[src/hw/fetch_params.svh]
`ifndef FETCH_PARAMS_SVH
`define FETCH_PARAMS_SVH

// instructions per fetch group, a power of two
`define FETCH_NUM 2

// program counter after reset
`define BOOT_VEC 32'hbfc0_0000

// direct mapped branch target buffer
`define BTB_ENTRIES 8

// fetch queue entries, a power of two
`define IQ_DEPTH 8

// first address above the fetchable region
`define IMEM_LIMIT 32'hbfc1_0000

`endif

[src/hw/fetch_pkg.sv]
package fetch_pkg;

typedef logic [31:0] virt_t;

// control flow class of one instruction
typedef enum logic [2:0] {
	cf_none,
	cf_branch,
	cf_jump,
	cf_call,
	cf_indirect
} cf_kind_t;

// per-slot prediction, travels with the entry to decode
typedef struct packed {
	cf_kind_t cf;
	logic     taken;
	virt_t    target;
} branch_predict_t;

typedef struct packed {
	logic [31:0]     instr;
	virt_t           vaddr;
	logic            addr_ex;
	branch_predict_t predict;
} fetch_entry_t;

// branch outcome reported by the back end
typedef struct packed {
	logic     valid;
	logic     mispredict;
	logic     taken;
	virt_t    pc;
	virt_t    target;
	cf_kind_t cf;
} branch_resolved_t;

// fs_delayslot while stage 2 holds a lone delay-slot fetch
typedef enum logic {
	fs_run,
	fs_delayslot
} ftc_state_t;

endpackage

[src/hw/predict_if.sv]
`include "fetch_params.svh"

interface predict_if;

import fetch_pkg::*;

// valid only for the group currently in stage 2
logic                  valid;
// predicted branch sits in the last slot
logic                  delayed;
virt_t                 vaddr;
// one-hot, the slot that was predicted taken
logic [`FETCH_NUM-1:0] maybe_jump;

modport source (output valid, output delayed, output vaddr, output maybe_jump);

modport sink (input valid, input delayed, input vaddr, input maybe_jump);

endinterface

[src/hw/branch_predictor.sv]
`include "fetch_params.svh"

module branch_predictor (
	input  logic                                        clk,
	input  logic                                        rst_n,
	input  logic                                        flush,
	input  logic                                        hold,
	input  fetch_pkg::virt_t                            group_pc,
	input  logic [`FETCH_NUM-1:0][31:0]                 instr,
	input  logic [`FETCH_NUM-1:0]                       slot_valid,
	input  fetch_pkg::branch_resolved_t                 resolved,
	predict_if.source                                   pred,
	output fetch_pkg::branch_predict_t [`FETCH_NUM-1:0] predict_out
);

import fetch_pkg::*;

localparam int FW = $clog2(`FETCH_NUM);
localparam int AW = FW + 2;
localparam int IW = $clog2(`BTB_ENTRIES);
localparam int TW = 32 - IW - 2;

// btb storage
logic [`BTB_ENTRIES-1:0] btb_valid;
logic [TW-1:0]           btb_tag    [`BTB_ENTRIES];
virt_t                   btb_target [`BTB_ENTRIES];
logic [1:0]              btb_cnt    [`BTB_ENTRIES];

cf_kind_t              slot_cf     [`FETCH_NUM];
virt_t                 slot_target [`FETCH_NUM];
logic [`FETCH_NUM-1:0] slot_taken;
logic [`FETCH_NUM-1:0] first_taken;
logic                  found;
virt_t                 sel_target;

logic [IW-1:0] upd_idx;
logic          upd_en;
logic          upd_hit;

function automatic cf_kind_t decode_cf(input logic [31:0] word);
	cf_kind_t kind;
	case (word[31:26])
		6'b000100, 6'b000101: kind = cf_branch;
		6'b000010: kind = cf_jump;
		6'b000011: kind = cf_call;
		6'b000000: kind = (word[5:0] == 6'b001000) ? cf_indirect : cf_none;
		default: kind = cf_none;
	endcase
	return kind;
endfunction

// per-slot decode and btb lookup
always_comb begin
	virt_t         spc;
	virt_t         spc4;
	logic [IW-1:0] idx;
	logic          hit;
	for (int i = 0; i < `FETCH_NUM; i++) begin
		spc = {group_pc[31:AW], FW'(i), 2'b00};
		spc4 = spc + 32'd4;
		idx = spc[IW+1:2];
		hit = btb_valid[idx] && (btb_tag[idx] == spc[31:IW+2]);
		slot_cf[i] = slot_valid[i] ? decode_cf(instr[i]) : cf_none;
		case (slot_cf[i])
			cf_branch: begin
				slot_taken[i] = hit & btb_cnt[idx][1];
				slot_target[i] = hit ? btb_target[idx] : '0;
			end
			cf_jump, cf_call: begin
				// region of the delay slot, as in MIPS
				slot_taken[i] = 1'b1;
				slot_target[i] = {spc4[31:28], instr[i][25:0], 2'b00};
			end
			default: begin
				slot_taken[i] = 1'b0;
				slot_target[i] = '0;
			end
		endcase
	end
end

// oldest taken slot wins
always_comb begin
	found = 1'b0;
	first_taken = '0;
	sel_target = '0;
	for (int i = 0; i < `FETCH_NUM; i++) begin
		if (slot_taken[i] && !found) begin
			found = 1'b1;
			first_taken[i] = 1'b1;
			sel_target = slot_target[i];
		end
	end
end

assign pred.valid = found & ~hold;
assign pred.delayed = pred.valid & first_taken[`FETCH_NUM-1];
assign pred.vaddr = sel_target;
assign pred.maybe_jump = first_taken;

for (genvar i = 0; i < `FETCH_NUM; i++) begin : gen_predict_out
	assign predict_out[i].cf = slot_cf[i];
	assign predict_out[i].taken = first_taken[i];
	assign predict_out[i].target = slot_target[i];
end

// training from the back end
assign upd_idx = resolved.pc[IW+1:2];
assign upd_en = resolved.valid && (resolved.cf == cf_branch);
assign upd_hit = btb_valid[upd_idx] && (btb_tag[upd_idx] == resolved.pc[31:IW+2]);

always_ff @(posedge clk or negedge rst_n) begin
	if (!rst_n) begin
		btb_valid <= '0;
	end else if (flush) begin
		btb_valid <= '0;
	end else if (upd_en && !upd_hit && resolved.taken) begin
		btb_valid[upd_idx] <= 1'b1;
	end
end

always_ff @(posedge clk) begin
	if (upd_en && upd_hit) begin
		if (resolved.taken) begin
			btb_target[upd_idx] <= resolved.target;
			if (btb_cnt[upd_idx] != 2'b11) begin
				btb_cnt[upd_idx] <= btb_cnt[upd_idx] + 2'b01;
			end
		end else if (btb_cnt[upd_idx] != 2'b00) begin
			btb_cnt[upd_idx] <= btb_cnt[upd_idx] - 2'b01;
		end
	end else if (upd_en && resolved.taken) begin
		// new entry starts weakly taken
		btb_tag[upd_idx] <= resolved.pc[31:IW+2];
		btb_target[upd_idx] <= resolved.target;
		btb_cnt[upd_idx] <= 2'b10;
	end
end

endmodule

[src/hw/fetch_control.sv]
`include "fetch_params.svh"

module fetch_control (
	input  logic                        clk,
	input  logic                        rst_n,
	input  logic                        stall,
	input  logic                        flush_pc,
	input  logic                        except_valid,
	input  fetch_pkg::branch_resolved_t resolved,
	input  fetch_pkg::virt_t            pc,
	predict_if.sink                     pred,
	input  logic                        queue_full,
	output fetch_pkg::virt_t            icache_vaddr,
	output logic                        icache_flush,
	output logic                        hold,
	output fetch_pkg::virt_t            group_pc,
	output logic [`FETCH_NUM-1:0]       slot_valid,
	output logic [`FETCH_NUM-1:0]       push_valid
);

import fetch_pkg::*;

localparam int    FW          = $clog2(`FETCH_NUM);
localparam int    AW          = FW + 2;
localparam virt_t GROUP_BYTES = virt_t'(`FETCH_NUM * 4);

ftc_state_t    state;
ftc_state_t    state_next;
virt_t         fetch_vaddr;
virt_t         fetch_vaddr_d;
virt_t         ds_vaddr;
logic [FW-1:0] offset;
logic          kill_d;
logic          redirect;

assign redirect = flush_pc | except_valid | (resolved.valid & resolved.mispredict);
assign icache_flush = redirect;
assign hold = stall | queue_full;

// stage 2 group and the address of the slot after it
assign group_pc = {fetch_vaddr_d[31:AW], {AW{1'b0}}};
assign offset = fetch_vaddr_d[AW-1:2];
assign ds_vaddr = group_pc + GROUP_BYTES;

always_comb begin
	if (hold) begin
		// re-send so the next response matches the held group
		fetch_vaddr = fetch_vaddr_d;
	end else if (pred.valid) begin
		fetch_vaddr = pred.delayed ? ds_vaddr : pred.vaddr;
	end else begin
		fetch_vaddr = pc;
	end
end

assign icache_vaddr = {fetch_vaddr[31:AW], {AW{1'b0}}};
assign state_next = (pred.valid && pred.delayed) ? fs_delayslot : fs_run;

always_ff @(posedge clk or negedge rst_n) begin
	if (!rst_n) begin
		fetch_vaddr_d <= `BOOT_VEC;
		state <= fs_run;
		kill_d <= 1'b1;
	end else begin
		if (!hold) begin
			fetch_vaddr_d <= fetch_vaddr;
		end
		// response to the redirect-cycle request is dropped
		if (redirect) begin
			state <= fs_run;
			kill_d <= 1'b1;
		end else if (!hold) begin
			state <= state_next;
			kill_d <= 1'b0;
		end
	end
end

always_comb begin
	logic cut;
	logic arm;
	cut = 1'b0;
	arm = 1'b0;
	for (int i = 0; i < `FETCH_NUM; i++) begin
		if (kill_d) begin
			slot_valid[i] = 1'b0;
		end else if (state == fs_delayslot) begin
			slot_valid[i] = (FW'(i) == offset);
		end else begin
			slot_valid[i] = (FW'(i) >= offset);
		end
		// keep the taken slot and its delay slot, drop the rest
		push_valid[i] = slot_valid[i] & ~cut;
		cut = cut | arm;
		arm = pred.valid & pred.maybe_jump[i];
	end
end

endmodule

[src/hw/instr_fetch.sv]
`include "fetch_params.svh"

module instr_fetch (
	input  logic                                     clk,
	input  logic                                     rst_n,
	// instruction cache
	output fetch_pkg::virt_t                         icache_vaddr,
	output logic                                     icache_flush,
	input  logic [`FETCH_NUM-1:0][31:0]              icache_data,
	input  logic                                     icache_addr_ex,
	// back end
	input  logic                                     flush_pc,
	input  logic                                     flush_bp,
	input  logic                                     stall,
	input  logic                                     except_valid,
	input  fetch_pkg::virt_t                         except_vec,
	input  fetch_pkg::branch_resolved_t              resolved_branch,
	// decode
	output fetch_pkg::fetch_entry_t [`FETCH_NUM-1:0] fetch_entry,
	output logic [`FETCH_NUM-1:0]                    fetch_valid,
	input  logic [$clog2(`FETCH_NUM+1)-1:0]          fetch_ack
);

import fetch_pkg::*;

localparam int FW = $clog2(`FETCH_NUM);
localparam int AW = FW + 2;

virt_t                            pc;
virt_t                            group_pc;
logic                             hold;
logic                             queue_full;
logic [`FETCH_NUM-1:0]            slot_valid;
logic [`FETCH_NUM-1:0]            push_valid;
branch_predict_t [`FETCH_NUM-1:0] predict_out;
fetch_entry_t [`FETCH_NUM-1:0]    push_entry;

predict_if pred_bus ();

// slot address is the group base with the slot index
for (genvar i = 0; i < `FETCH_NUM; i++) begin : gen_push_entry
	assign push_entry[i].instr = icache_data[i];
	assign push_entry[i].vaddr = {group_pc[31:AW], FW'(i), 2'b00};
	assign push_entry[i].addr_ex = icache_addr_ex;
	assign push_entry[i].predict = predict_out[i];
end

fetch_control ctrl0 (
	.clk, .rst_n, .stall, .flush_pc, .except_valid,
	.resolved (resolved_branch), .pc, .pred (pred_bus.sink), .queue_full,
	.icache_vaddr, .icache_flush, .hold, .group_pc, .slot_valid, .push_valid
);

pc_generator pcg0 (
	.clk, .rst_n, .hold, .except_valid, .except_vec,
	.resolved (resolved_branch), .pred (pred_bus.sink), .pc
);

branch_predictor bp0 (
	.clk, .rst_n, .flush (flush_bp), .hold, .group_pc, .instr (icache_data),
	.slot_valid, .resolved (resolved_branch), .pred (pred_bus.source), .predict_out
);

instr_queue iq0 (
	.clk, .rst_n, .flush (icache_flush), .hold, .push_valid, .push_entry,
	.full (queue_full), .fetch_ack, .fetch_entry, .fetch_valid
);

endmodule

[src/hw/instr_queue.sv]
`include "fetch_params.svh"

module instr_queue (
	input  logic                                     clk,
	input  logic                                     rst_n,
	input  logic                                     flush,
	input  logic                                     hold,
	input  logic [`FETCH_NUM-1:0]                    push_valid,
	input  fetch_pkg::fetch_entry_t [`FETCH_NUM-1:0] push_entry,
	output logic                                     full,
	input  logic [$clog2(`FETCH_NUM+1)-1:0]          fetch_ack,
	output fetch_pkg::fetch_entry_t [`FETCH_NUM-1:0] fetch_entry,
	output logic [`FETCH_NUM-1:0]                    fetch_valid
);

import fetch_pkg::*;

localparam int PW = $clog2(`IQ_DEPTH);
localparam int CW = $clog2(`IQ_DEPTH + 1);
localparam int NW = $clog2(`FETCH_NUM + 1);

fetch_entry_t  mem [`IQ_DEPTH];
logic [PW-1:0] rd_ptr;
logic [PW-1:0] wr_ptr;
logic [CW-1:0] count;

logic [NW-1:0] push_num;
logic [PW-1:0] slot_pos [`FETCH_NUM];
logic          do_push;

// compact valid slots onto consecutive places from wr_ptr
always_comb begin
	push_num = '0;
	for (int i = 0; i < `FETCH_NUM; i++) begin
		slot_pos[i] = wr_ptr + PW'(push_num);
		push_num = push_num + NW'(push_valid[i]);
	end
end

assign do_push = ~hold & ~flush;

always_ff @(posedge clk) begin
	if (do_push) begin
		for (int i = 0; i < `FETCH_NUM; i++) begin
			if (push_valid[i]) begin
				mem[slot_pos[i]] <= push_entry[i];
			end
		end
	end
end

always_ff @(posedge clk or negedge rst_n) begin
	if (!rst_n) begin
		rd_ptr <= '0;
		wr_ptr <= '0;
		count <= '0;
	end else if (flush) begin
		rd_ptr <= '0;
		wr_ptr <= '0;
		count <= '0;
	end else begin
		// decode never acks more than is presented
		rd_ptr <= rd_ptr + PW'(fetch_ack);
		if (do_push) begin
			wr_ptr <= wr_ptr + PW'(push_num);
			count <= count + CW'(push_num) - CW'(fetch_ack);
		end else begin
			count <= count - CW'(fetch_ack);
		end
	end
end

// oldest entries first, valid bits contiguous from slot 0
always_comb begin
	for (int i = 0; i < `FETCH_NUM; i++) begin
		fetch_entry[i] = mem[rd_ptr + PW'(i)];
		fetch_valid[i] = (CW'(i) < count);
	end
end

// room for a whole group is required
assign full = (count > CW'(`IQ_DEPTH - `FETCH_NUM));

endmodule

[src/hw/pc_generator.sv]
`include "fetch_params.svh"

module pc_generator (
	input  logic                        clk,
	input  logic                        rst_n,
	input  logic                        hold,
	input  logic                        except_valid,
	input  fetch_pkg::virt_t            except_vec,
	input  fetch_pkg::branch_resolved_t resolved,
	predict_if.sink                     pred,
	output fetch_pkg::virt_t            pc
);

import fetch_pkg::*;

localparam int    AW          = $clog2(`FETCH_NUM) + 2;
localparam virt_t GROUP_BYTES = virt_t'(`FETCH_NUM * 4);

logic mispredict;

// start of the group after the one holding addr
function automatic virt_t next_group(input virt_t addr);
	return {addr[31:AW], {AW{1'b0}}} + GROUP_BYTES;
endfunction

assign mispredict = resolved.valid & resolved.mispredict;

always_ff @(posedge clk or negedge rst_n) begin
	if (!rst_n) begin
		pc <= `BOOT_VEC;
	end else if (except_valid) begin
		pc <= except_vec;
	end else if (mispredict) begin
		// not taken resumes after the branch and its delay slot
		if (resolved.taken) begin
			pc <= resolved.target;
		end else begin
			pc <= resolved.pc + 32'd8;
		end
	end else if (pred.valid && !pred.delayed) begin
		// target is being fetched this cycle
		pc <= next_group(pred.vaddr);
	end else if (!hold) begin
		if (pred.valid) begin
			// delay slot goes out now, target on the next cycle
			pc <= pred.vaddr;
		end else begin
			pc <= next_group(pc);
		end
	end
end

endmodule

[config.mk]
export PLATFORM = sky130hd
export DESIGN_NAME = instr_fetch
export DESIGN_NICKNAME = d
export VERILOG_FILES = /design/src/hw/fetch_pkg.sv /design/src/hw/predict_if.sv /design/src/hw/branch_predictor.sv /design/src/hw/fetch_control.sv /design/src/hw/instr_fetch.sv /design/src/hw/instr_queue.sv /design/src/hw/pc_generator.sv
export VERILOG_INCLUDE_DIRS = /design/src /design/src/hw
export SDC_FILE = /design/constraint.sdc
export NUM_CORES = 2
export LEC_CHECK = 0
export ABC_AREA = 0
export BUFFER_PORTS_ARGS = -buffer_cell sky130_fd_sc_hd__buf_2
export CAP_MARGIN = 20
export CORE_UTILIZATION = 30
export DETAILED_ROUTE_END_ITERATION = 12
export GPL_TIMING_DRIVEN = 0
export PLACE_DENSITY = 0.49
export SLEW_MARGIN = 20
export SYNTH_ARGS = -nofsm -noshare
export SYNTH_HDL_FRONTEND = slang
export SYNTH_HIERARCHICAL = 1
export SYNTH_SLANG_ARGS = --single-unit
[constraint.sdc]
create_clock -name clk -period 25.1 [get_ports clk]
set_clock_uncertainty 0.2 [all_clocks]
set_input_delay 1.255 -clock clk [delete_from_list [all_inputs] [get_ports clk]]
set_output_delay 1.255 -clock clk [all_outputs]
set_load 0.01 [all_outputs]
---- After elaboration in Yosys (flattened, before gate mapping) ----
Memories as Yosys holds them, arrays and structs flattened.
Index checks and enable logic that the tools add are counted.
operators by class
  $add $sub $neg .......................... 16
  $lt $le $gt $ge ......................... 9
  equality and inequality tests ........... 23
  muxes and demuxes ....................... 73
  bitwise gates (word level) .............. 16
  reduce and logical (&&, ||, !) cells .... 24
operator list
  kind                                                         count
  2-to-1 mux 32 bit                                            14
  adder 32 x 4 -> 32 bit (second input constant)               4
  case mux 32 bit (2 select lines)                             2
  == test 27 bit                                               3
  adder 32 x 3 -> 32 bit (second input constant)               2
  2-to-1 mux 1 bit                                             36
  == test 6 x 2 -> 1 bit (second input constant)               4
  == test 6 x 3 -> 1 bit (second input constant)               4
  case mux 3 bit (4 select lines)                              2
  2-to-1 mux 3 bit                                             7
  2-to-1 mux 8 bit                                             2
  == test 3 x 2 -> 1 bit (second input constant)               4
  == test 6 x 4 -> 1 bit (second input constant)               2
  logical AND 1 bit                                            12
  logical NOT 6 bit                                            2
  less-than comparator 3 x 4 -> 1 bit (second input constant)  3
  == test 3 x 1 -> 1 bit (second input constant)               3
  less-than comparator 1 x 4 -> 1 bit (first input constant)   2
  2-to-1 mux 4 bit                                             2
  OR 8 bit                                                     1
  OR reduction 2 bit                                           4
  subtractor 4 x 2 -> 4 bit                                    2
  adder 3 x 2 -> 3 bit                                         2
  bitwise AND 1 bit                                            6
  21 further kinds                                             36
storage, ports and cells
  register bits ........................... 84
  memory bits (writable) .................. 1,280
  bits of input ports ..................... 175
  output and inout bits ................... 237
  word-level logic and storage cells ...... 173
  memories ................................ 4
memory list
  memory          depth  width  rd ports  clocked after Yosys merged registers in  wr ports  RTL line                source
  iq0.mem         8      99     2         0                                        2         instr_queue.sv:22       fetch_entry_t mem [`IQ_DEPTH];
  bp0.btb_target  8      32     2         0                                        1         branch_predictor.sv:26  virt_t btb_target [`BTB_ENTRIES];
  bp0.btb_tag     8      27     3         0                                        1         branch_predictor.sv:25  logic [TW-1:0] btb_tag [`BTB_ENTRIES];
  bp0.btb_cnt     8      2      3         0                                        1         branch_predictor.sv:27  logic [1:0] btb_cnt [`BTB_ENTRIES];

---- Longest topological paths before layout ----
  depth in word-level cells ............... 18
  mapped depth ............................ 22
  depth with buffers taken out ............ 17

---- Cells and area by module ----
The synthesis kept the hierarchy.
by module, submodules not included
  module            instances  cells each  area an instance (um^2)  seq. area each (um^2)
  instr_queue       1          2,530       46,988.8                 24,513.5
  branch_predictor  1          1,288       22,783.1                 14,854.2
  pc_generator      1          545         4,022.6                  812.0
  fetch_control     1          356         2,780.2                  813.3
  instr_fetch       1          2           7.5                      0.0

---- Least setup slack after synthesis ----
OpenSTA, ideal clock, no wires.
  path type ............................... input port to flip-flop
  start ................................... in stall
  end ..................................... mem iq0/mem[3][0] in the netlist's numbering (enable)
  setup time .............................. 700 ps
  data arrival time ....................... 9,582 ps
  data required time ...................... 24,200 ps
  setup slack ............................. 14,617 ps
  stages on the path ...................... 7
  buffers on the path ..................... 2
  cells stage by stage .................... nor2_1 > inv_1 > clkbuf_1 > clkbuf_1 > nor2_1 > nand3b_1 > o21ai_0
RTL lines
  item         RTL line           source
  from (decl)  instr_fetch.sv:14  input logic stall,
  to (decl)    instr_queue.sv:22

---- Final worst setup path ----
  start ................................... reg ctrl0.fetch_vaddr_d[4]
  end ..................................... out icache_vaddr[30]
on the way
  cells in the longest elaborated chain, start to end .. 14
  elaborated cells between the ends (all ways) .. 34
  those cells by class .................... add/sub: 3; eq/ne: 2; mux: 18; bitwise: 4; reduce/logical: 4; memory: 3
RTL lines
  item                                                                                       RTL line                source
  from (decl)                                                                                fetch_control.sv:30     virt_t fetch_vaddr_d;
  from (signal assigned)                                                                     fetch_control.sv:61     fetch_vaddr_d <= `BOOT_VEC;
  from (signal assigned)                                                                     fetch_control.sv:66     fetch_vaddr_d <= fetch_vaddr;
  memory read (8 x 27 bit) / binary-select mux 1 bit (select 2 bit) (equally long branches)  --
  == test 27 bit / 2-to-1 mux 1 bit (equally long branches)                                  branch_predictor.sv:62  hit = btb_valid[idx] && (btb_tag[idx] == spc[31:IW+2]);
  logical AND 1 bit                                                                          branch_predictor.sv:62
  bitwise AND 1 bit                                                                          branch_predictor.sv:66  slot_taken[i] = hit & btb_cnt[idx][1];
  case mux 1 bit (2 select lines)                                                            branch_predictor.sv:64  case (slot_cf[i])
  2-to-1 mux 1 bit                                                                           branch_predictor.sv:88  if (slot_taken[i] && !found) begin
  logical NOT 1 bit                                                                          branch_predictor.sv:88
  logical AND 1 bit                                                                          branch_predictor.sv:88
  2-to-1 mux 1 bit (*)                                                                       branch_predictor.sv:88
  bitwise AND 1 bit (*)                                                                      branch_predictor.sv:96  assign pred.valid = found & ~hold;
  net pred_bus.valid                                                                         predict_if.sv:8         logic valid;
  bitwise AND 1 bit                                                                          branch_predictor.sv:97  assign pred.delayed = pred.valid & first_taken[`FETCH_NUM-1];
  2-to-1 mux 32 bit                                                                          fetch_control.sv:50     fetch_vaddr = pred.delayed ? ds_vaddr : pred.vaddr;
  2-to-1 mux 32 bit (*)                                                                      fetch_control.sv:49     end else if (pred.valid) begin
  2-to-1 mux 32 bit (*)                                                                      fetch_control.sv:46     if (hold) begin
  to (decl)                                                                                  instr_fetch.sv:7        output fetch_pkg::virt_t icache_vaddr,
The timed path passes the listed nets; every way through them passes the cells marked *. The select of a mux whose other input is x is not followed.

==> flow_summary_export.csv <==
group,metric,value,unit
outcome,outcome,"finished, final reports clean",
floorplan,number_of_top_level_pins,412,
critical_path,signal_arrival_time_at_the_worst_endpoint,9120,ps
pwr,fin_total_pwr,5.788,mW
timing,report.final.setup_viol,0,
job,max_cap_viol_count,0,
global_routing,first_global_vias,50430,
global_routing,groute.usage.overall,23.77,%
detailed_routing,postRouteAntennaNets,0,
critical_path,timing.critical_path.from_type,"flop",
critical_path,setup.worst_path.end_class,"output pin",
pwr,maximum_resistive_drop_on_vdd,0.07089,mV
cells_and_area,layout-drive-gt1-share,40.35,%
cells_and_area,seqCellArea,40940,um^2
clock_tree,tritoncts_clock_tree,"built",
floorplan,die_span_x,506.7,um
global_routing,maximum_number_of_pins_on_one_net_before_global_route_repair,46,
timing,setup_tns,0,ps
clock_tree,htree_num_levels,4,
timing,grt_setup_unrepaired,"false",
placed_design,preCtsSetupSlack,15420,ps
yosys,synth_area,76420,um^2
cells_and_area,multi_input_area,33440,um^2
clock_tree,ctsHoldBuffers,0,
clock_tree,clkTransAtPathRegs,70,ps
cells_and_area,most_common_library_cell_in_the_layout_ignoring_fill_and_taps,"edfxtp_1",
clock_tree,clk_root_buffer_cell,"clkbuf_16",
placed_design,dp.final_hpwl,227.9,mm
yosys,yosysWarnings,6,
critical_path,critical_path_required,23650,ps
clock_tree,insertion_delay,840,ps
timing,finalWorstSetupSlack,14520,ps
floorplan,placementRows,184,
cells_and_area,n_fill_cell,24320,
clock_tree,numClockSinks,1376,
clock_tree,post-cts-setup-buffer-count,0,
cells_and_area,final_cell_mix,"edfxtp_1 (1296), mux2_2 (621), mux4_2 (534)",
detailed_routing,wire_per_inst,34.96,um
detailed_routing,via_per_inst,5.785,
clock_tree,number_of_buffers_on_the_longest_clock_path,3,
global_routing,grt_first_pass_wirelength,424.3,mm
detailed_routing,remaining_drc_errors,0,
global_routing,grt_overflow_total,0,
critical_path,crit_type,"reg -> out",
timing,final_hold_viol_count,0,
pwr,power.static_leakage,30.51,nW
worst_hold_path,min-delay-path-class,"in -> async",
detailed_routing,detail_route.first_pass.iterations,5,
floorplan,initial_core_util,30.29,%
timing,timing.fmax,94.55,MHz
floorplan,core,252300,um^2
floorplan,die-area,256800,um^2
global_routing,grt_antenna_before_repair,53,
detailed_routing,route.vias.total,51630,
detailed_routing,detailedRoute.firstIterationViolations,6315,
timing,period_minus_ws_final,10580,ps
placed_design,port_buffers,404,
yosys,syn_inst,4702,
timing,worstMarginPinSlew,1220,ps
detailed_routing,final_routed_wirelength,312.0,mm
timing,rel_slew_slack,18.66,%
cells_and_area,final_nets,5628,
clock_tree,cts_resized,0,
timing,slew_viol_final,0,
floorplan,die_h,506.7,um
clock_tree,cts_buffers,167,
yosys,synthesis.area_per_instance,16.25,um^2
cells_and_area,area_growth,18.12,%
critical_path,critical_path_peak_fanout,17,
pwr,pwr_density_cell,64.12,nW/um^2
timing,timing.final.crit_share,42.14,%
placed_design,routabilityCongestion,0.9174,
per-layer routing:
layer | GRT usage [%] | part of all wire, %
met1 | 33.51 | 43
met2 | 36.12 | 44
met3 | 4.684 | 8.2
met4 | 8.677 | 4.0
met5 | 0 | 0.015
registers in the layout, summed over array words and instances (netlist names):
register	flops
iq0/mem	808
bp0/btb_target	256
bp0/btb_tag	216
ctrl0/fetch_vaddr_d	30
pcg0/pc	30
bp0/btb_cnt	16
bp0/btb_valid	8
iq0/count	4
iq0/rd_ptr	3
iq0/wr_ptr	3
ctrl0/kill_d	1
ctrl0/state	1
worst paths after layout:
kind                                        start                      end  slack [ps]  depth (start not counted)
min reg2reg                          ctrl0/kill_d             ctrl0/kill_d         320                          1
min in group clk                     ctrl0/kill_d             ctrl0/kill_d         320                          1
min                                         rst_n              pcg0/pc[19]         180                          1
max                        ctrl0/fetch_vaddr_d[4]         icache_vaddr[30]       14520                         19
max reg2reg                ctrl0/fetch_vaddr_d[4]              pcg0/pc[25]       16770                         20
max in group asynchronous                   rst_n  ctrl0/fetch_vaddr_d[24]       23790                          2
area by class of cell:
cell class	instances	share of cell area (%)
Clock buffer	219	4.959
Antenna cell	17	0.04713
Buffer	380	2.503
Inverter	48	0.1996
Clock inverter	79	0.7693
Sequential cell	1376	45.36
Tap cell	3348	4.641
Timing Repair Buffer	511	4.484
Multi-Input combinational cell	2946	37.04
worst max-delay path, stage by stage (launching register included):
cell,delay (ps)
dfrtp_1,470
buf_4,300
buf_2,440
buf_4,390
buf_2,530
mux4_2,410
xor2_1,160
nor4_1,440
nand4_1,300
nor4_1,1000
a21o_1,220
inv_1,50
a21oi_1,790
clkbuf_1,500
clkinv_1,370
clkbuf_1,340
nor3b_1,240
a21oi_1,100
o211ai_1,890
buf_2,300
power breakdown:
part / internal, mW / switching (mW) / leakage, nW
Sequential: 2.55 / 0.0361 / 12.7
Combinational: 0.316 / 0.532 / 15.3
Clock: 1.33 / 1.03 / 2.52
per-stage QoR:
step	cells	utilization (%)	area, um^2	hold WS [ps]
2_1_floorplan	4750	-	76600	259.8
3_3_place_gp	8502	32.82	82810	310.0
3_5_place_dp	8608	33.70	85040	315.5
4_1_cts	8906	35.75	90210	142.5
5_1_grt	8913	35.76	90240	179.7
6_report	8924	35.78	90270	178.3
Power figures use the tool's default switching activity.
